<file path="src/logic/cache_pkg.sv">
package cache_pkg;

    localparam int tag_bits = 6;
    localparam int index_bits = 6;
    localparam int offset_bits = 4;

    localparam int num_sets = 1 << index_bits;
    localparam int num_blocks = 2 * num_sets;  // set i way w lives in block 2i+w
    localparam int words_per_block = 8;

    localparam int meta_valid_bit = 7;
    localparam int meta_dirty_bit = 6;  // never set, instruction side only

    // byte address as seen by the fetch port and the tag compare
    typedef union packed {
        logic [tag_bits+index_bits+offset_bits-1:0] raw;
        struct packed {
            logic [tag_bits-1:0]      tag;
            logic [index_bits-1:0]    index;
            logic [offset_bits-2:0]   word;
            logic                     byte_sel;
        } fields;
    } cache_addr_u;

endpackage

</file>
<file path="src/logic/fill_counter.sv">
module fill_counter
    import cache_pkg::*;
(
    input  logic                               clk,
    input  logic                               rst,
    input  logic                               start,
    input  logic                               issue,
    input  logic                               mem_valid,
    output logic [$clog2(words_per_block)-1:0] issue_count,
    output logic [$clog2(words_per_block)-1:0] recv_count,
    output logic                               issue_done,
    output logic                               fill_done
);

    localparam int cnt_bits = $clog2(words_per_block);
    localparam logic [cnt_bits-1:0] last_word = cnt_bits'(words_per_block - 1);

    always_ff @(posedge clk) begin
        if (rst || start) begin
            issue_count <= '0;
            recv_count <= '0;
            issue_done <= 1'b0;
        end else begin
            if (issue) begin
                issue_count <= issue_count + 1'b1;
                if (issue_count == last_word) begin
                    issue_done <= 1'b1;  // stays up until the next start
                end
            end
            if (mem_valid) begin
                recv_count <= recv_count + 1'b1;
            end
        end
    end

    // pulses with the last word of the block
    assign fill_done = mem_valid && (recv_count == last_word);

endmodule

</file>
<file path="config.mk">
export PLATFORM = sky130hd
export DESIGN_NAME = fill_counter
export DESIGN_NICKNAME = d
export VERILOG_FILES = /design/src/logic/cache_pkg.sv /design/src/logic/fill_counter.sv
export SDC_FILE = /design/constraint.sdc
export NUM_CORES = 1
export LEC_CHECK = 0
export BUFFER_PORTS_ARGS = -buffer_cell sky130_fd_sc_hd__buf_4
export CAP_MARGIN = 0
export CORE_AREA = 2 2 39 41
export DETAILED_ROUTE_END_ITERATION = 12
export DIE_AREA = 0 0 41 43
export GPL_ROUTABILITY_DRIVEN = 0
export PLACE_DENSITY = 0.46
export SLEW_MARGIN = 20
export SYNTH_ARGS = -nofsm -noshare
export SYNTH_HDL_FRONTEND = slang
export SYNTH_SLANG_ARGS = --single-unit
</file>
<file path="constraint.sdc">
create_clock -name clk -period 2.35 [get_ports clk]
set_clock_uncertainty 0.1 [all_clocks]
set_input_delay 0.235 -clock clk [delete_from_list [all_inputs] [get_ports clk]]
set_output_delay 0.235 -clock clk [all_outputs]
set_load 0.01 [all_outputs]
</file>
# Word-level counts from Yosys, hierarchy flattened
# Index checks and enable logic that the tools add are counted.
# op_classes
add_sub_neg	2
reduce_logical	3
n_eq_ne	2
# op_table
operator	count
adder 3 x 1 -> 3 bit (second input constant)	2
== test 3 bit (second input constant)	2
AND reduction 2 bit	1
logical AND 1 bit	1
logical OR 1 bit	1
# word_totals
inputBits	5
output_inout_bits	8
register_bits	7
wordCells	10

# Logic depth before layout (Yosys ltp)
# Gate-level depths: netlist (run 1).
# depth
depth_word	2
depth_mapped	4
depth_no_buf	4

# Least setup slack after synthesis (run 1)
# Ideal clock, no wire load.
# synth_path
path_type	register to output
from	register recv_count[0]
to	output port fill_done
path_slack_ns	1.138
arrival_ns	0.877
path_buffers	0
t_required_ns	2.015
stages_incl_launch_ff	4
path_cell_list	dfxtp_1 > ha_1 > ha_1 > and2_1
# synth_via
elab_chain_len	2
# synth_rtl
element	line	text
start: declaration	fill_counter.sv:10	output logic [$clog2(words_per_block)-1:0] recv_count,
start signal: assignment	fill_counter.sv:31	recv_count <= recv_count + 1'b1;
== test 3 bit	fill_counter.sv:37	assign fill_done = mem_valid && (recv_count == last_word);
logical AND 1 bit	fill_counter.sv:37	
end: declaration	fill_counter.sv:12	output logic fill_done
# No other way between the ends.

# Worst setup path in the final report (run 1)
# Ends and elaborated chain as after synthesis.

==> results of run 1 <==
==> placed cells by master, fill, tap and decap left out <==
cell type	count
dfxtp_1	7
xnor2_1	2
nor2_1	7
ha_1	4
clkbuf_1	1
and2_1	1
mux2i_1	4
or2_1	1
clkbuf_4	3
buf_4	12
a21oi_1	1
==> layout make-up <==
class	count	area, um2
clock buffers	4	26.3
multi-input cells	20	151
fillers	157	956
flip-flops and latches	7	140
repair buffers	12	90.1
well taps	16	20.0
==> sequential cells by signal, summed over array words and instances, names as in the netlist <==
register     cells
issue_count      3
recv_count       3
issue_done       1
==> metrics by stage <==
stage / cells / hold WS (ns) / setup slack [ns]
5_1_grt: 59 / 0.183 / 0.703
6_report: 59 / 0.179 / 0.772
4_1_cts: 59 / 0.174 / 0.739
3_5_place_dp: 55 / 0.369 / 1.01
3_3_place_gp: 55 / 0.358 / 1.07
2_1_floorplan: 28 / 0.276 / 1.14
==> power by group <==
part | leakage (uW) | switching, uW | internal, uW
registers | 0.0000567 | 2.35 | 121
clock network | 0.0000150 | 41.4 | 64.6
logic | 0.000146 | 9.44 | 12.7
total | 0.000218 | 53.2 | 199
==> metal layers <==
layer | global-route usage (%) | wire length, um | vias to the layer above
met2 | 13.1 | 306 | 11
met1 | 10.0 | 238 | 112
met4 | 6.00 | 0 | 0
met5 | 0 | 0 | -
li1 | - | - | 124
met3 | 4.71 | 60 | 0
==> worst max-delay path by stage <==
stage | endpoint | slack (ns) | cells after the start
4_1_cts | fill_done | 0.74 | 4
6_report | fill_done | 0.77 | 4
2_1_floorplan | fill_done | 1.14 | 3
3_5_place_dp | fill_done | 1.01 | 4
5_1_grt | fill_done | 0.70 | 4
3_3_place_gp | fill_done | 1.07 | 4
==> logic make-up (layout without fill, tap and decap cells) <==
logic type / Yosys count / in the layout
XOR/XNOR: 2 / 2
AND/OR/NAND/NOR: 9 / 9
multiplexers: 4 / 4
buffers and inverters: 1 / 16
AO/OA/AOI/OAI: 1 / 1
flip-flops: 7 / 7
adder cells (fa/ha/maj): 4 / 4
==> worst max-delay path, delay by kind of cell (launching register included) <==
| family | cells | cell delay (ns) |
|---|---|---|
| fa+ha+maj | 2 | 0.39 |
| buf+inv | 1 | 0.13 |
| flops | 1 | 0.33 |
| simple gates | 1 | 0.15 |
==> run_results.csv, run 1 <==
group,metric,value,unit
outcome,status,"completed",
synthesis,synth_seq_area_share,47.3,%
setup_path,crit_type,"flop to output pin",
synthesis,synth_commonest_cells,"dfxtp_1 (7), nor2_1 (7), ha_1 (4), mux2i_1 (4), xnor2_1 (2)",
routing,drtPass1Iterations,2,
setup_path,crit_start,"recv_count[0]",
synthesis,synth_area_leaders,"dfxtp_1 (47%), ha_1 (17%), mux2i_1 (14%)",
floorplan,start_util,21.4,%
clocking,cts_resized,0,
routing,ant_nets,0,
synthesis,synth_edf_count,0,
timing,setup_viol,0,
layout,diodes,0,
hold_path,hold_path_depth,3,
clocking,cts.clk_slew.worst_paths,0.05,ns
layout,final_cell_area,428,um2
clocking,cts_buffer_depth,2,
synthesis,netlist_area,297,um2
timing,min_period,1.58,ns
synthesis,synthSimpleGateAreaFrac,13.1,%
timing,maxSlewHeadroom,83.6,%
routing,drt_wl_total,605,um
floorplan,die_x,41,um
synthesis,synth_xor_area_share,5.91,%
global_routing,grt_max_degree,8,
synthesis,synth_nets,37,
synthesis,synth-adder-area-share,16.9,%
setup_path,crit_chain,"ha_1 -> ha_1 -> and2_1 -> buf_4",
placement,port_buffers,12,
routing,drcViolationCount,0,
power_and_ir_drop,peakVddDrop,0.221,mV
timing,finalCritPeriodShare,67.2,%
synthesis,synthMuxAreaShare,13.5,%
power_and_ir_drop,fin_total_pwr,252,uW
power_and_ir_drop,leakage,0.000218,uW
setup_path,start_kind,"flop",
setup_path,cp-end-kind,"output pin",
synthesis,ys_async_sr_fraction,0,%
layout,drive_gt1_share,34.9,%
synthesis,yosysWarnings,0,
global_routing,grt_use_total,9.15,%
synthesis,ys.flop_type,"dfxtp_1",
setup_path,path_common_cell,"ha_1",
routing,vias_per_cell,4.19,
synthesis,synthCells,28,
timing,fin_tns_setup,0,ns
floorplan,rows,14,
power_and_ir_drop,p_per_area,588,nW/um2
clocking,htreeDepth,1,
global_routing,gr-total-overflow,0,
setup_path,cp_max_fo,3,
hold_path,min_from,"mem_valid",
setup_path,rr_startpoint,"issue_count[0]",
routing,drt-initial-drc-count,1,
clocking,cts-root-buf,"clkbuf_4",
synthesis,synth_top_area_share,47.3,%
layout,final_core_util,30.9,%
clocking,numCtsBuffers,3,
timing,final_hold_viol_count,0,
setup_path,crit_required,2.02,ns
setup_path,regToRegSetupSlack,1.12,ns
floorplan,ioPinCount,13,
setup_path,cp_slowest_cell,"dfxtp_1",
timing,final_max_slew_viol_count,0,
timing,worst_pin_slew,0.246,ns
timing,rsz0062_at_grt,"no",
timing,maxClockFrequency,634,MHz
synthesis,synth-compound-area-share,1.69,%
hold_path,whs_endpoint,"recv_count[1]",
setup_path,cp_data_arrival_time,1.24,ns
layout,syn2layout_area_growth,44.3,%
hold_path,hp-class,"input pin to flop",
global_routing,grt_pass1_vias,257,
flow_run,max_cap_violations,0,
synthesis,yosysTopAreaCell,"dfxtp_1",
synthesis,ys_types,9,
layout,final_nets,53,
synthesis,synth_top_family_by_area,"adder cells",
setup_path,cpPeakStageDelay,0.33,ns
routing,wl_per_cell,10.3,um
setup_path,worst_r2r_endpoint,"issue_count[2]",
routing,vias,247,
synthesis,synth-seq-cells,7,
clocking,cts_sinks,7,
placement,placed_cell_area,402,um2
global_routing,grt_first_pass_wirelength,1.01,mm
clocking,insertion_delay,0.24,ns
setup_path,reg2reg_depth,4,
clocking,cts_setup_buffers,0,
synthesis,syn_area_per_cell,10.6,um2
floorplan,die_area,1760,um2
floorplan,design.core.area,1380,um2
clocking,cts_tree,"yes",
floorplan,fp.dieH,43,um
clocking,cts_hold_buf,0,
global_routing,antenna_found_initial,0,
No activity file was read; power rests on OpenSTA's default activity.
==> inputs of run 2 (changes only) <==
- clock period: 2.35 -> 1.5 ns (I/O delays scaled with it)
==> run 2 against run 1 <==
  * Routed wire length grew 2.8%
  * Sequential power increased by 56%
  * Global-route usage decreased by 0.49 points
  * Total power grew 59%
  * Flip-flop and latch count is the same
==> run_results.csv, run 2 (synthesis gave the netlist of run 1 again) <==
group,metric,value,unit
outcome,status,"completed",
clocking,cts.clk_slew.worst_paths,0.05,ns
hold_path,hp-class,"input pin to flop",
clocking,cts_setup_buffers,0,
placement,hpwl,493,um
global_routing,grt_first_pass_wirelength,952,um
routing,drtPass1Iterations,1,
layout,final_cell_area,432,um2
clocking,cts_tree,"yes",
routing,drcViolationCount,0,
routing,ant_nets,0,
clocking,cts_sinks,7,
layout,final_nets,53,
floorplan,design.core.area,1380,um2
setup_path,cpPeakStageDelay,0.33,ns
floorplan,rows,14,
global_routing,grt_max_degree,8,
routing,drt-initial-drc-count,0,
setup_path,cp_slowest_cell,"dfxtp_2",
timing,fin_tns_setup,0,ns
setup_path,cp-end-kind,"output pin",
timing,rsz0062_at_grt,"no",
floorplan,ioPinCount,13,
layout,seq_area,141,um2
clocking,cts_buffer_depth,2,
timing,setup_viol,0,
timing,final_hold_viol_count,0,
routing,drt_wl_total,622,um
clocking,insertion_delay,0.25,ns
timing,holdWs,0.0864,ns
power_and_ir_drop,peakVddDrop,0.383,mV
layout,reg.largest.list,"issue_count x3, recv_count x3, issue_done x1",
clocking,numCtsBuffers,3,
setup_path,critPathBufInv,1,
power_and_ir_drop,leakage,0.000215,uW
floorplan,die_area,1760,um2
placement,pre_cts_ws,0.260,ns
floorplan,die_x,41,um
setup_path,path_delay_family,"adder cells",
global_routing,grt_pass1_vias,237,
layout,diodes,0,
floorplan,start_util,21.4,%
layout,drive_gt1_share,39.5,%
timing,min_period,1.45,ns
setup_path,start_kind,"flop",
clocking,cts-root-buf,"clkbuf_4",
layout,layout_common_cells,"buf_4 (12), nor2_1 (7), dfxtp_1 (6), mux2i_1 (4)",
timing,setup_ws,0.0455,ns
routing,vias,250,
clocking,cts_hold_buf,0,
setup_path,crit_type,"flop to output pin",
setup_path,cp_max_fo,3,
setup_path,crit_required,1.25,ns
power_and_ir_drop,p_per_area,927,nW/um2
timing,maxSlewHeadroom,83.5,%
timing,maxClockFrequency,688,MHz
placement,port_buffers,12,
clocking,htreeDepth,1,
routing,wl_per_cell,10.5,um
layout,fill_cells,155,
setup_path,crit_chain,"ha_2 -> ha_1 -> and2_1 -> buf_4",
global_routing,gr-total-overflow,0,
timing,worst_pin_slew,0.248,ns
layout,final_common_cell,"buf_4",
timing,final_max_slew_viol_count,0,
global_routing,grt_use_total,8.66,%
floorplan,fp.dieH,43,um
global_routing,antenna_found_initial,0,
timing,finalCritPeriodShare,97.0,%
routing,vias_per_cell,4.24,
layout,syn2layout_area_growth,45.6,%
layout,multi_input_area,154,um2
placement,placed_cell_area,402,um2
setup_path,cp_data_arrival_time,1.20,ns
flow_run,max_cap_violations,0,
[run 2: cell counts in the layout (fill, tap and decap cells not counted)]
No cell type changed its count.
[run 2: per-layer routing]
metal | vias to the layer above | GRT usage (%) | wire length, um
met1 | 116 | 9.42 | 248
met5 | - | 0 | 0
li1 | 121 | - | -
met4 | 0 | 6.00 | 4
met3 | 2 | 4.71 | 63
met2 | 11 | 12.2 | 305
[run 2: final timing paths]
kind                        from        endpoint  slack, ns  cells after the start
hold reg to reg       issue_done      issue_done       0.38                      2
hold / removal         mem_valid   recv_count[2]       0.09                      3
setup reg to reg  issue_count[0]  issue_count[2]       0.27                      4
setup / recovery   recv_count[0]       fill_done       0.05                      4
[run 2: worst register-to-register path, delay by kind of cell, from the launching register on]
kind	cells	cell delay [ns]
adder cells (fa/ha/maj)	2	0.48
multiplexers	1	0.15
flip-flops	1	0.33
AND/OR/NAND/NOR	1	0.05
[run 2: layout make-up]
class | instances | area share [%]
Multi-Input combinational cell | 20 | 35.7
Sequential cell | 7 | 32.8
Timing Repair Buffer | 12 | 20.9
Clock buffer | 4 | 6.09
Tap cell | 16 | 4.64
[run 2: timing repair]
action                     in CTS  in global routing
pin swaps                       0                  0
gates cloned                    0                  0
gates resized for setup         1                  1
setup endpoints to repair       1                  1
[run 2: where the power goes]
part / leakage, uW / internal (uW) / switching, uW
Sequential: 0.0000571 / 190 / 3.60
Combinational: 0.000143 / 20.1 / 14.8
Clock: 0.0000150 / 102 / 70.1
Total: 0.000215 / 312 / 88.5
[run 2: per-stage QoR]
| stage | util, % | total power, uW | std cells |
|---|---|---|---|
| 3_3_place_gp | 29.0 | 231 | 55 |
| 2_1_floorplan | - | 214 | 28 |
| 5_1_grt | 31.2 | 424 | 59 |
| 3_5_place_dp | 29.0 | 233 | 55 |
| 4_1_cts | 31.0 | 406 | 59 |
| 6_report | 31.2 | 400 | 59 |
