===== config.mk =====
export PLATFORM = sky130hd
export DESIGN_NAME = fill_fsm
export DESIGN_NICKNAME = d
export VERILOG_FILES = /design/src/logic/cache_pkg.sv /design/src/logic/mem_pkg.sv /design/src/logic/fill_fsm.sv
export SDC_FILE = /design/constraint.sdc
export NUM_CORES = 1
export LEC_CHECK = 0
export BUFFER_PORTS_ARGS = -buffer_cell sky130_fd_sc_hd__buf_2
export CORE_MARGIN = 4
export CORE_UTILIZATION = 45
export CTS_CLUSTER_DIAMETER = 100
export CTS_CLUSTER_SIZE = 28
export DETAILED_ROUTE_END_ITERATION = 8
export PLACE_DENSITY = 0.76
export SETUP_SLACK_MARGIN = 0.02
export SYNTH_ARGS = -nofsm -noshare
export SYNTH_HDL_FRONTEND = slang
export SYNTH_SLANG_ARGS = --single-unit
export TNS_END_PERCENT = 30

===== constraint.sdc =====
create_clock -name clk -period 3.4 [get_ports clk]
set_input_delay 0.17 -clock clk [delete_from_list [all_inputs] [get_ports clk]]
set_output_delay 0.17 -clock clk [all_outputs]
set_load 0.01 [all_outputs]

===== src/logic/cache_pkg.sv =====
package cache_pkg;

    localparam int tag_bits = 6;
    localparam int index_bits = 6;
    localparam int offset_bits = 4;

    localparam int num_sets = 1 << index_bits;
    localparam int num_blocks = 2 * num_sets;  // set i way w lives in block 2i+w
    localparam int words_per_block = 8;

    localparam int meta_valid_bit = 7;
    localparam int meta_dirty_bit = 6;  // never set, instruction side only

    // byte address as seen by the fetch port and the tag compare
    typedef union packed {
        logic [tag_bits+index_bits+offset_bits-1:0] raw;
        struct packed {
            logic [tag_bits-1:0]      tag;
            logic [index_bits-1:0]    index;
            logic [offset_bits-2:0]   word;
            logic                     byte_sel;
        } fields;
    } cache_addr_u;

endpackage


===== src/logic/mem_pkg.sv =====
package mem_pkg;

    localparam int word_bits = 16;

    // content of the backing memory at a given word address
    function automatic logic [word_bits-1:0] mem_pattern(
        input logic [word_bits-1:0] word_addr
    );
        return word_addr ^ 16'h5a3c;
    endfunction

endpackage


===== src/logic/fill_fsm.sv =====
module fill_fsm
    import cache_pkg::*;
    import mem_pkg::*;
(
    input  logic                               clk,
    input  logic                               rst,
    input  logic                               fetch_req,
    input  cache_addr_u                        fetch_addr,
    output cache_addr_u                        lookup_addr,
    output logic                               read_en,
    output logic                               write_en,
    output logic                               write_tag_en,
    output logic [num_blocks-1:0]              ext_block_enable,
    output logic [words_per_block-1:0]         ext_word_enable,
    input  logic                               hit,
    input  logic                               miss,
    input  logic [word_bits-1:0]               cache_data,
    output logic                               start,
    output logic                               issue,
    input  logic [$clog2(words_per_block)-1:0] issue_count,
    input  logic [$clog2(words_per_block)-1:0] recv_count,
    input  logic                               issue_done,
    input  logic                               fill_done,
    output logic                               mem_req,
    output logic [word_bits-1:0]               mem_addr,
    input  logic                               mem_valid,
    output logic [word_bits-1:0]               fetch_data,
    output logic                               fetch_hit,
    output logic                               fetch_valid,
    output logic                               busy
);

    localparam logic [1:0] st_idle = 2'd0;
    localparam logic [1:0] st_fill = 2'd1;
    localparam logic [1:0] st_tag_write = 2'd2;
    localparam logic [1:0] st_replay = 2'd3;

    logic [1:0] state;
    cache_addr_u fill_addr;
    logic victim_way;
    logic [num_sets-1:0] victim_bits;  // round-robin pointer per set
    logic accept_hit;
    logic accept_miss;

    assign accept_hit = (state == st_idle) && fetch_req && hit;
    assign accept_miss = (state == st_idle) && miss;

    assign lookup_addr = (state == st_idle) ? fetch_addr : fill_addr;
    assign read_en = (state == st_idle) ? fetch_req : (state == st_replay);
    assign busy = (state != st_idle);

    assign start = accept_miss;
    assign issue = (state == st_fill) && !issue_done;
    assign mem_req = issue;
    // block base word address plus the request number
    assign mem_addr = word_bits'({fill_addr.raw[$bits(cache_addr_u)-1:offset_bits],
                                  issue_count});

    // tag write also raises write_en so only the victim way is enabled
    assign write_en = ((state == st_fill) && mem_valid) || (state == st_tag_write);
    assign write_tag_en = (state == st_tag_write);
    assign ext_block_enable = num_blocks'(1) << {fill_addr.fields.index, victim_way};
    assign ext_word_enable = (state == st_fill) ? (words_per_block'(1) << recv_count) : '0;

    always_ff @(posedge clk) begin
        if (rst) begin
            state <= st_idle;
            victim_bits <= '0;
            fetch_valid <= 1'b0;
        end else begin
            fetch_valid <= 1'b0;
            case (state)
                st_idle: begin
                    if (accept_miss) begin
                        state <= st_fill;
                        victim_bits[fetch_addr.fields.index] <=
                            !victim_bits[fetch_addr.fields.index];
                    end else if (accept_hit) begin
                        fetch_valid <= 1'b1;
                    end
                end
                st_fill: begin
                    if (fill_done) begin
                        state <= st_tag_write;
                    end
                end
                st_tag_write: state <= st_replay;
                st_replay: begin
                    state <= st_idle;
                    fetch_valid <= 1'b1;
                end
                default: state <= st_idle;
            endcase
        end
    end

    always_ff @(posedge clk) begin
        if (accept_miss) begin
            fill_addr <= fetch_addr;
            victim_way <= victim_bits[fetch_addr.fields.index];
        end
        if (accept_hit || (state == st_replay)) begin
            fetch_data <= cache_data;
            fetch_hit <= accept_hit;  // replay result counts as a miss
        end
    end

endmodule


After elaboration in Yosys (flattened, before gate mapping)
Index checks and enable logic that the tools add are counted.
{ "classes": {"muxes": 14, "n_eq_ne": 5, "n_lt_le_gt_ge": 2, "reduce_logical": 14, "shifts": 2} }
{ "op_table": {"columns": ["operator", "n"], "rows": [
  ["1-bit by 7-bit << shifter with 128-bit output, first input constant", 1],
  ["64-bit bitwise mux", 1],
  ["16-bit two-way mux", 1],
  ["8-bit two-way mux", 1],
  ["2-bit case mux with 4 select lines", 1],
  ["1-bit by 3-bit << shifter with 8-bit output, first input constant", 1],
  ["6-bit by 7-bit less-than comparator with 1-bit output, second input constant", 1],
  ["1-bit binary-select mux with 6-bit select", 1],
  ["1-bit demux with 6-bit select", 1],
  ["6-bit by 1-bit >= comparator with 1-bit output, second input constant", 1],
  ["1-bit logical AND", 6],
  ["1-bit two-way mux", 5],
  ["2-bit equality test, second input constant", 2],
  ["2-bit two-way mux", 2],
  ["2-bit inequality test, second input constant", 2],
  ["2-bit AND reduction", 2],
  ["2-bit by 1-bit equality test with 1-bit output, second input constant", 1],
  ["1-bit zero test", 2],
  ["2-bit zero test", 1],
  ["1-bit logical OR", 2],
  ["1-bit case mux with 2 select lines", 1],
  ["2-bit nonzero test", 1]
]} }
{ "totals": {"register_bits": 101, "in_bits": 46, "output_inout_bits": 193} }

Depth between registers and ports, before layout
Gate-level depths: netlist of the first run.
{ "logic_depth": {"ltp_word": 6, "mapped_depth": 8} }

Least setup slack after synthesis of the first run
No wires, ideal clock.
{ "synth_timing": {"kind": "input to register", "start": "in fetch_addr[5] in the netlist's numbering", "end": "reg victim_way (data pin)", "cell_stages": 7, "arrival_time_ps": 1822, "n_path_buf": 2, "slack_ps": 1306, "setup_time_ps": 272, "path_cell_list": "buf_2 > buf_2 > mux2i_1 > o21ai_0 > a221oi_4 > o22ai_1 > or4b_1"} }
{ "synth_via": {"elab_chain_cells": 2} }
{ "synth_lines": {"columns": ["element", "line_no", "source"], "rows": [
  ["from (decl)", "fill_fsm.sv:8", "input cache_addr_u fetch_addr,"],
  ["1-bit binary-select mux with 6-bit select", "fill_fsm.sv:100", "victim_way <= victim_bits[fetch_addr.fields.index];"],
  ["1-bit two-way mux (implied by the code)", "fill_fsm.sv:100", null],
  ["to (signal assigned)", "fill_fsm.sv:100", null],
  ["to (decl)", "fill_fsm.sv:40", "logic victim_way;"]
]} }
No other way between the ends. The select of a mux whose other input is x is not followed.
A chain may end at the register's enable or synchronous reset.

Worst setup path in the final report of the first run
{ "layout_timing": {"start": "reg state[0]", "end": "reg victim_bits[60]"} }
{ "layout_via": {"elab_chain_cells": 3} }
{ "layout_lines": {"columns": ["element", "line_no", "source"], "rows": [
  ["from (decl)", "fill_fsm.sv:38", "logic [1:0] state;"],
  ["from (signal assigned)", "fill_fsm.sv:67", "state <= st_idle;"],
  ["from (signal assigned)", "fill_fsm.sv:75", "state <= st_fill;"],
  ["from (signal assigned)", "fill_fsm.sv:84", "state <= st_tag_write;"],
  ["2-bit zero test *", "fill_fsm.sv:46, fill_fsm.sv:72", null],
  ["1-bit logical AND", "fill_fsm.sv:46", "assign accept_miss = (state == st_idle) && miss;"],
  ["2-bit AND reduction (no source line) *", null, null],
  ["to (signal, indexed assignment)", "fill_fsm.sv:76", "victim_bits[fetch_addr.fields.index] <="],
  ["to (decl)", "fill_fsm.sv:41", "logic [num_sets-1:0] victim_bits;"]
]} }
Mark *: on every way between the ends. The rest lies on a longest branch, timed or not.

==> results.py, run 1 <==
metrics = {
    "synthesis": {
        "synthCells": 706,
        "synth_area_sq_um": 5610,
        "synth_enable_flop_cells": 34,
        "synth.distinct_cells": 47,
        "warnings_from_yosys": 0,
        "synth_seq_cells": 101,
        "synth_fp_nets": 756,
        "synth_async_sr_flop_share": 0,
        "ys_seq_area_frac": 0.421,
        "ys_dominant_reg_cell": "sky130_fd_sc_hd__dfxtp_1",
        "syn-mean-instance-area_sq_um": 7.95,
    },
    "clocking": {
        "cts.root.buffer_cell": "sky130_fd_sc_hd__clkbuf_16",
        "clkSinkCount": 101,
        "cts_buffers": 9,
        "ctsHtreeMaxLevel": 3,
        "cts_buffer_depth": 2,
        "clk_pin_slew_worst_paths_ns": 0.07,
        "ctsResizeCount": 0,
        "clk-insertion-delay-late_ns": 0.35,
        "cts_tree": "built",
    },
    "min_path": {
        "hp-start": "fetch_addr[10]",
        "hold_depth": 1,
        "hold_class": "in2reg",
        "min_to": "fill_addr[10]",
    },
    "critical_path": {
        "startpoint_type": "flip-flop",
        "crit_path_cell_trace": "inv_1, ha_1, and2_1, nand2_1, nor3_1, a21oi_1, a311oi_1",
        "worst_ep_required_time_ns": 3.66,
        "critical_path.reg2reg.endpoint": "victim_bits[60]",
        "critPathArrivalTime_ns": 2.60,
        "timing.critical_path.slowest_cell_delay_ns": 0.48,
        "reg2reg_depth": 7,
        "crit_path_max_fanout": 11,
        "crit_path_end_kind": "flip-flop",
        "r2r_setup_slack_ns": 1.05,
        "regToRegStartpoint": "state[0]",
        "worst_path_max_delay_cell": "sky130_fd_sc_hd__ha_1",
        "timing_worst_setup_path_type": "reg2reg",
    },
    "pwr": {
        "total_power_mw": 3.74,
        "vdd_drop_max_mv": 0.252,
        "leakage_nw": 3.03,
        "switching_share": 0.354,
        "power.switching_mw": 1.32,
        "power_frac_clock": 0.274,
        "p_seq_frac": 0.399,
        "p_int_mw": 2.41,
        "comb_power_share": 0.328,
        "cellPowerDensity_nw_per_um2": 522,
    },
    "cells_and_area": {
        "area_growth_pct": 27.5,
        "layout-drive-gt1-share": 0.305,
        "fillers": 1081,
        "layout_common_cells": "sky130_fd_sc_hd__buf_2, sky130_fd_sc_hd__nor2_1, sky130_fd_sc_hd__dfxtp_1",
        "final_nets": 952,
        "diodes": 0,
        "layout.cells.most_common": "sky130_fd_sc_hd__buf_2",
    },
    "detailed_routing": {
        "detail-route-antenna-nets": 0,
        "avgRoutedWirePerCell_um": 17.8,
        "totalWireLength_mm": 19.1,
        "drt_first_pass_iters": 6,
        "route.detailed.drc": 0,
        "vias": 5901,
        "drtIter0Drc": 632,
        "drt-vias-per-instance": 5.49,
    },
    "die": {
        "pin_count": 239,
        "core_region_area_sq_um": 12100,
        "die_area_sq_um": 14300,
        "initial_utilization": 0.464,
        "fp.dieW_um": 120,
        "dieHeight_um": 120,
        "std_cell_rows": 40,
    },
    "placed_design": {
        "hpwl_after_detailed_placement_mm": 13.6,
        "global_placement_routability_congestion": 0.882,
        "io_buffers": 231,
    },
    "job": {
        "max_cap_viol": 0,
    },
    "sta": {
        "skew_ns": 0.00757,
        "fmaxAchievable_ghz": 0.426,
        "rsz0062_at_grt": "no",
        "setup_violations": 0,
        "slew_headroom": 0.473,
        "final_count_of_pins_violating_max_slew": 0,
        "min_period_ns": 2.35,
        "tightest_slew_ns": 0.788,
        "fin_hold_ws_ns": 0.00244,
        "fin_setup_tns_ns": 0,
        "report.final.hold_viol_count": 0,
        "post-route-period-util": 0.690,
    },
    "global_routing": {
        "first_pass_grt_wire_length_mm": 29.1,
        "gr-total-overflow": 0,
        "total_routing_usage_reported_by_global_routing": 0.254,
        "initial_antenna_violation_count": 0,
        "grt_pass1_vias": 5132,
        "largest_net_degree_at_the_start_of_global_routing": 40,
    },
    "status": {
        "run_status": "finished clean",
    },
}
-- how the worst max path moves through the flow --
stage / startpoint / slack, ns / endpoint
after floorplan: fetch_addr[5] / 1.31 / victim_way
after detailed placement: fetch_addr[4] / 0.91 / victim_way
after global placement: fetch_addr[4] / 0.95 / victim_way
final: state[0] / 1.05 / victim_bits[60]
after global routing: state[0] / 0.90 / victim_bits[56]
after CTS: state[0] / 1.08 / start
-- power by group through the flow --
stage / combinational [mW] / clock [mW] / sequential [mW]
after floorplan: 0.785 / 0 / 1.50
after CTS: 1.21 / 1.03 / 1.48
after global routing: 1.32 / 1.09 / 1.50
after detailed placement: 1.19 / 0 / 1.51
final: 1.23 / 1.02 / 1.49
after global placement: 1.18 / 0 / 1.50
-- final cells by class --
class	instances	area, sq um	share of cell area
Clock inverter	5	58.8	0.00822
Clock buffer	11	233	0.0325
Sequential cell	101	2360	0.330
Tap cell	168	210	0.0294
Inverter	6	22.5	0.00315
Multi-Input combinational cell	527	2870	0.401
Timing Repair Buffer	257	1400	0.196
-- layer usage --
| metal | global-route usage | wire [um] |
|---|---|---|
| met5 | 0 | 0 |
| met4 | 0.113 | 636 |
| met3 | 0.0551 | 1400 |
| met2 | 0.413 | 9410 |
| met1 | 0.325 | 7680 |
-- critical path, delay by kind of cell (launching register included) --
family / cells / cell delay [ns]
compound gates: 2 / 0.39
fa+ha+maj: 1 / 0.48
buf+inv: 1 / 0.10
flops: 1 / 0.34
simple gates: 3 / 0.94
-- synth_stat cells (5+ instances only) --
cell	count	area share
sky130_fd_sc_hd__mux2_2	17	0.034
sky130_fd_sc_hd__a221oi_1	9	0.014
sky130_fd_sc_hd__a311oi_1	8	0.012
sky130_fd_sc_hd__nor3_1	24	0.021
sky130_fd_sc_hd__buf_2	5	0.0045
sky130_fd_sc_hd__buf_4	18	0.024
sky130_fd_sc_hd__nor2_1	186	0.12
sky130_fd_sc_hd__buf_1	6	0.0040
sky130_fd_sc_hd__nor2b_1	19	0.021
sky130_fd_sc_hd__nand3_1	33	0.029
sky130_fd_sc_hd__nand2_1	48	0.032
sky130_fd_sc_hd__edfxtp_1	34	0.18
sky130_fd_sc_hd__nand2b_1	6	0.0067
sky130_fd_sc_hd__inv_1	6	0.0040
sky130_fd_sc_hd__clkbuf_1	41	0.027
sky130_fd_sc_hd__nand3b_1	7	0.0094
sky130_fd_sc_hd__a21oi_1	58	0.052
sky130_fd_sc_hd__mux2i_1	9	0.016
sky130_fd_sc_hd__mux4_1	5	0.023
sky130_fd_sc_hd__dfxtp_1	67	0.24
sky130_fd_sc_hd__o21ai_0	58	0.052
-- registers in the layout, summed over array words and instances, names as in the netlist --
signal,cells
fetch_data,16
victim_way,1
fill_addr,16
victim_bits,64
fetch_hit,1
state,2
fetch_valid,1
-- through the flow --
stage,setup WS (ns),area [sq um],util,std cells
5_1_grt,0.904,7160,0.591,1075
2_1_floorplan,1.31,5610,-,706
4_1_cts,1.08,7110,0.587,1070
3_5_place_dp,0.914,6660,0.549,1038
3_3_place_gp,0.949,6660,0.549,1038
6_report,1.05,7160,0.591,1075
-- what timing repair did --
action / 4_1_cts / 5_1_grt
hold buffers: 16 / 5
endpoints found under the hold margin: 16 / 5
setup buffers: 0 / 0
-- logic make-up after synthesis --
family,after synthesis,share of synthesized area
and+or+nand+nor,341,0.268
AOI/OAI and AO/OA,150,0.159
DFF,101,0.421
buffers and inverters,78,0.0686
muxes,31,0.0735
adders and majority gates,4,0.00891
other,1,0.000668
Power figures use the tool's default switching activity.
==> run 2: changes to the inputs <==
--- a/config.mk
+++ b/config.mk
@@ -7,11 +7,11 @@
 export LEC_CHECK = 0
 export BUFFER_PORTS_ARGS = -buffer_cell sky130_fd_sc_hd__buf_2
 export CORE_MARGIN = 4
-export CORE_UTILIZATION = 45
+export CORE_UTILIZATION = 44
 export CTS_CLUSTER_DIAMETER = 100
 export CTS_CLUSTER_SIZE = 28
 export DETAILED_ROUTE_END_ITERATION = 8
-export PLACE_DENSITY = 0.76
+export PLACE_DENSITY = 0.78
 export SETUP_SLACK_MARGIN = 0.02
 export SYNTH_ARGS = -nofsm -noshare
 export SYNTH_HDL_FRONTEND = slang
==> constraint.sdc (replaced) <==
create_clock -name clk -period 2 [get_ports clk]
set_input_delay 0.1 -clock clk [delete_from_list [all_inputs] [get_ports clk]]
set_output_delay 0.1 -clock clk [all_outputs]
set_load 0.01 [all_outputs]
==> run 2 against run 1 <==
Against the previous run: global-route usage increased by 0.98 points; clock power increased by 64%; sequential power increased by 69%; setup slack got worse by 0.98 ns; wire length increased by 5.8%; flip-flop and latch count unchanged; clock skew increased by 0.00085 ns; non-clock buffer count increased by 44; combinational power increased by 89%; largest cell class unchanged.
==> results.py, run 2 (synthesized netlist as in run 1, its figures left out) <==
metrics = {
    "pwr": {
        "vdd_drop_max_mv": 0.456,
        "switching_share": 0.366,
        "leakage_nw": 3.25,
        "total_power_mw": 6.51,
        "p_seq_frac": 0.387,
        "power.switching_mw": 2.38,
        "comb_power_share": 0.358,
        "cellPowerDensity_nw_per_um2": 860,
        "p_int_mw": 4.13,
        "power_frac_clock": 0.256,
    },
    "detailed_routing": {
        "detail-route-antenna-nets": 0,
        "avgRoutedWirePerCell_um": 18.1,
        "drt-vias-per-instance": 5.47,
        "drtIter0Drc": 600,
        "totalWireLength_mm": 20.2,
        "route.detailed.drc": 0,
        "drt_first_pass_iters": 7,
        "vias": 6125,
    },
    "sta": {
        "fin_hold_ws_ns": 0.120,
        "fmaxAchievable_ghz": 0.520,
        "slew_headroom": 0.572,
        "min_period_ns": 1.92,
        "skew_ns": 0.00842,
        "rsz0062_at_grt": "yes",
        "report.final.hold_viol_count": 0,
        "fin_setup_tns_ns": 0,
        "finalWorstSetupSlack_ns": 0.0760,
        "setup_violations": 0,
        "tightest_slew_ns": 0.640,
        "post-route-period-util": 0.962,
        "final_count_of_pins_violating_max_slew": 0,
    },
    "cells_and_area": {
        "largest_register_ff_count": 64,
        "fin_cells": 1120,
        "register_with_the_most_flip_flops": "victim_bits",
        "layout.cells.most_common": "sky130_fd_sc_hd__buf_2",
        "biggestRegsByFlops": "victim_bits: 64 flops, fetch_data: 16 flops, fill_addr: 16 flops",
        "area_growth_pct": 34.8,
        "final_nets": 996,
        "layout-drive-gt1-share": 0.353,
        "layout_common_cells": "sky130_fd_sc_hd__buf_2, sky130_fd_sc_hd__nor2_1, sky130_fd_sc_hd__dfxtp_1",
    },
    "global_routing": {
        "gr-total-overflow": 0,
        "largest_net_degree_at_the_start_of_global_routing": 39,
        "initial_antenna_violation_count": 0,
        "grt_pass1_vias": 5390,
        "first_pass_grt_wire_length_mm": 30.4,
        "total_routing_usage_reported_by_global_routing": 0.264,
    },
    "placed_design": {
        "dp_slack_ns": -0.0890,
        "global_placement_routability_congestion": 0.921,
        "placed_cells": 1071,
        "hpwl_after_detailed_placement_mm": 14.5,
        "io_buffers": 231,
    },
    "critical_path": {
        "crit_path_end_kind": "flip-flop",
        "critPathArrivalTime_ns": 2.02,
        "regToRegStartpoint": "victim_bits[9]",
        "startpoint_type": "flip-flop",
        "crit_path_cell_trace": "mux4_1, nand2_1, a21o_1, o2111ai_1, or4b_1",
        "timing.critical_path.slowest_cell_delay_ns": 0.49,
        "worst_setup_path_startpoint": "victim_bits[9]",
        "worst_path_max_delay_cell": "sky130_fd_sc_hd__mux4_1",
        "r2r_setup_slack_ns": 0.08,
        "timing_worst_setup_path_type": "reg2reg",
        "critical_path.n_buffers_inverters": 0,
        "worst_ep_required_time_ns": 2.09,
        "reg2reg_depth": 5,
        "crit_path_max_fanout": 2,
        "critical_path.reg2reg.endpoint": "victim_way",
        "largest_delay_contributor_family_on_the_critical_path": "simple AND/OR/NAND/NOR gates",
    },
    "job": {
        "max_cap_viol": 0,
    },
    "clocking": {
        "cts_tree": "built",
        "cts.root.buffer_cell": "sky130_fd_sc_hd__clkbuf_16",
        "clkSinkCount": 101,
        "cts_buffers": 9,
        "clk_pin_slew_worst_paths_ns": 0.08,
        "clk-insertion-delay-late_ns": 0.35,
        "ctsHtreeMaxLevel": 3,
        "cts_buffer_depth": 2,
    },
    "min_path": {
        "hp-start": "fetch_req",
        "hold_depth": 2,
        "min_to": "fetch_hit",
        "hold_class": "in2reg",
    },
    "die": {
        "pin_count": 239,
        "dieHeight_um": 121,
        "die_area_sq_um": 14600,
        "std_cell_rows": 40,
        "core_region_area_sq_um": 12300,
        "fp.dieW_um": 121,
        "initial_utilization": 0.458,
    },
    "status": {
        "run_status": "finished clean",
    },
}
[run 2: layer usage]
metal / global-route usage / vias to the layer above / routed length (um)
met1: 0.324 / 2833 / 7750
met5: 0 / - / 0
met4: 0.130 / 0 / 632
met3: 0.0513 / 52 / 1740
met2: 0.442 / 329 / 10100
li1: - / 2911 / -
[run 2: cell type report]
type	count	area, sq um
fillers	1045	4690
inverters	6	22.5
multi-input cells	527	2930
repair buffers	301	1760
well taps	168	210
clock buffers	9	225
clock inverters	7	57.6
flip-flops and latches	101	2360
diodes	1	2.50
[run 2: worst register-to-register path: cells and delay by family, from the launching register on]
kind	cells	cell delay, ns
DFF	1	0.31
and+or+nand+nor	2	0.57
AOI/OAI and AO/OA	2	0.30
muxes	1	0.49
[run 2: how the worst max path moves through the flow]
stage | endpoint | slack, ns | cells past startpoint
2_1_floorplan | victim_way | -0.02 | 7
3_5_place_dp | victim_way | -0.09 | 7
5_1_grt | ext_block_enable[75] | -0.03 | 4
6_report | victim_way | 0.08 | 5
4_1_cts | ext_block_enable[25] | 0.008 | 4
3_3_place_gp | victim_way | -0.07 | 7
[run 2: power groups by stage]
stage / logic [mW] / clock network (mW) / registers (mW)
after CTS: 2.23 / 1.67 / 2.51
final: 2.33 / 1.67 / 2.52
after global placement: 2.12 / 0 / 2.55
after detailed placement: 2.14 / 0 / 2.57
after floorplan: 1.34 / 0 / 2.54
after global routing: 2.49 / 1.75 / 2.54
[run 2: repair_timing]
item / in CTS / in global routing
resized for setup: 2 / 16
setup buffers: 2 / 4
hold buffers: 26 / 0
hold endpoints to repair: 26 / 0
setup endpoints to repair: 5 / 119
[run 2: metrics by stage]
stage	util	instance area, sq um
floorplan	-	5620
global placement	0.564	6920
detailed placement	0.564	6920
CTS	0.610	7480
global route	0.617	7570
finish	0.617	7570
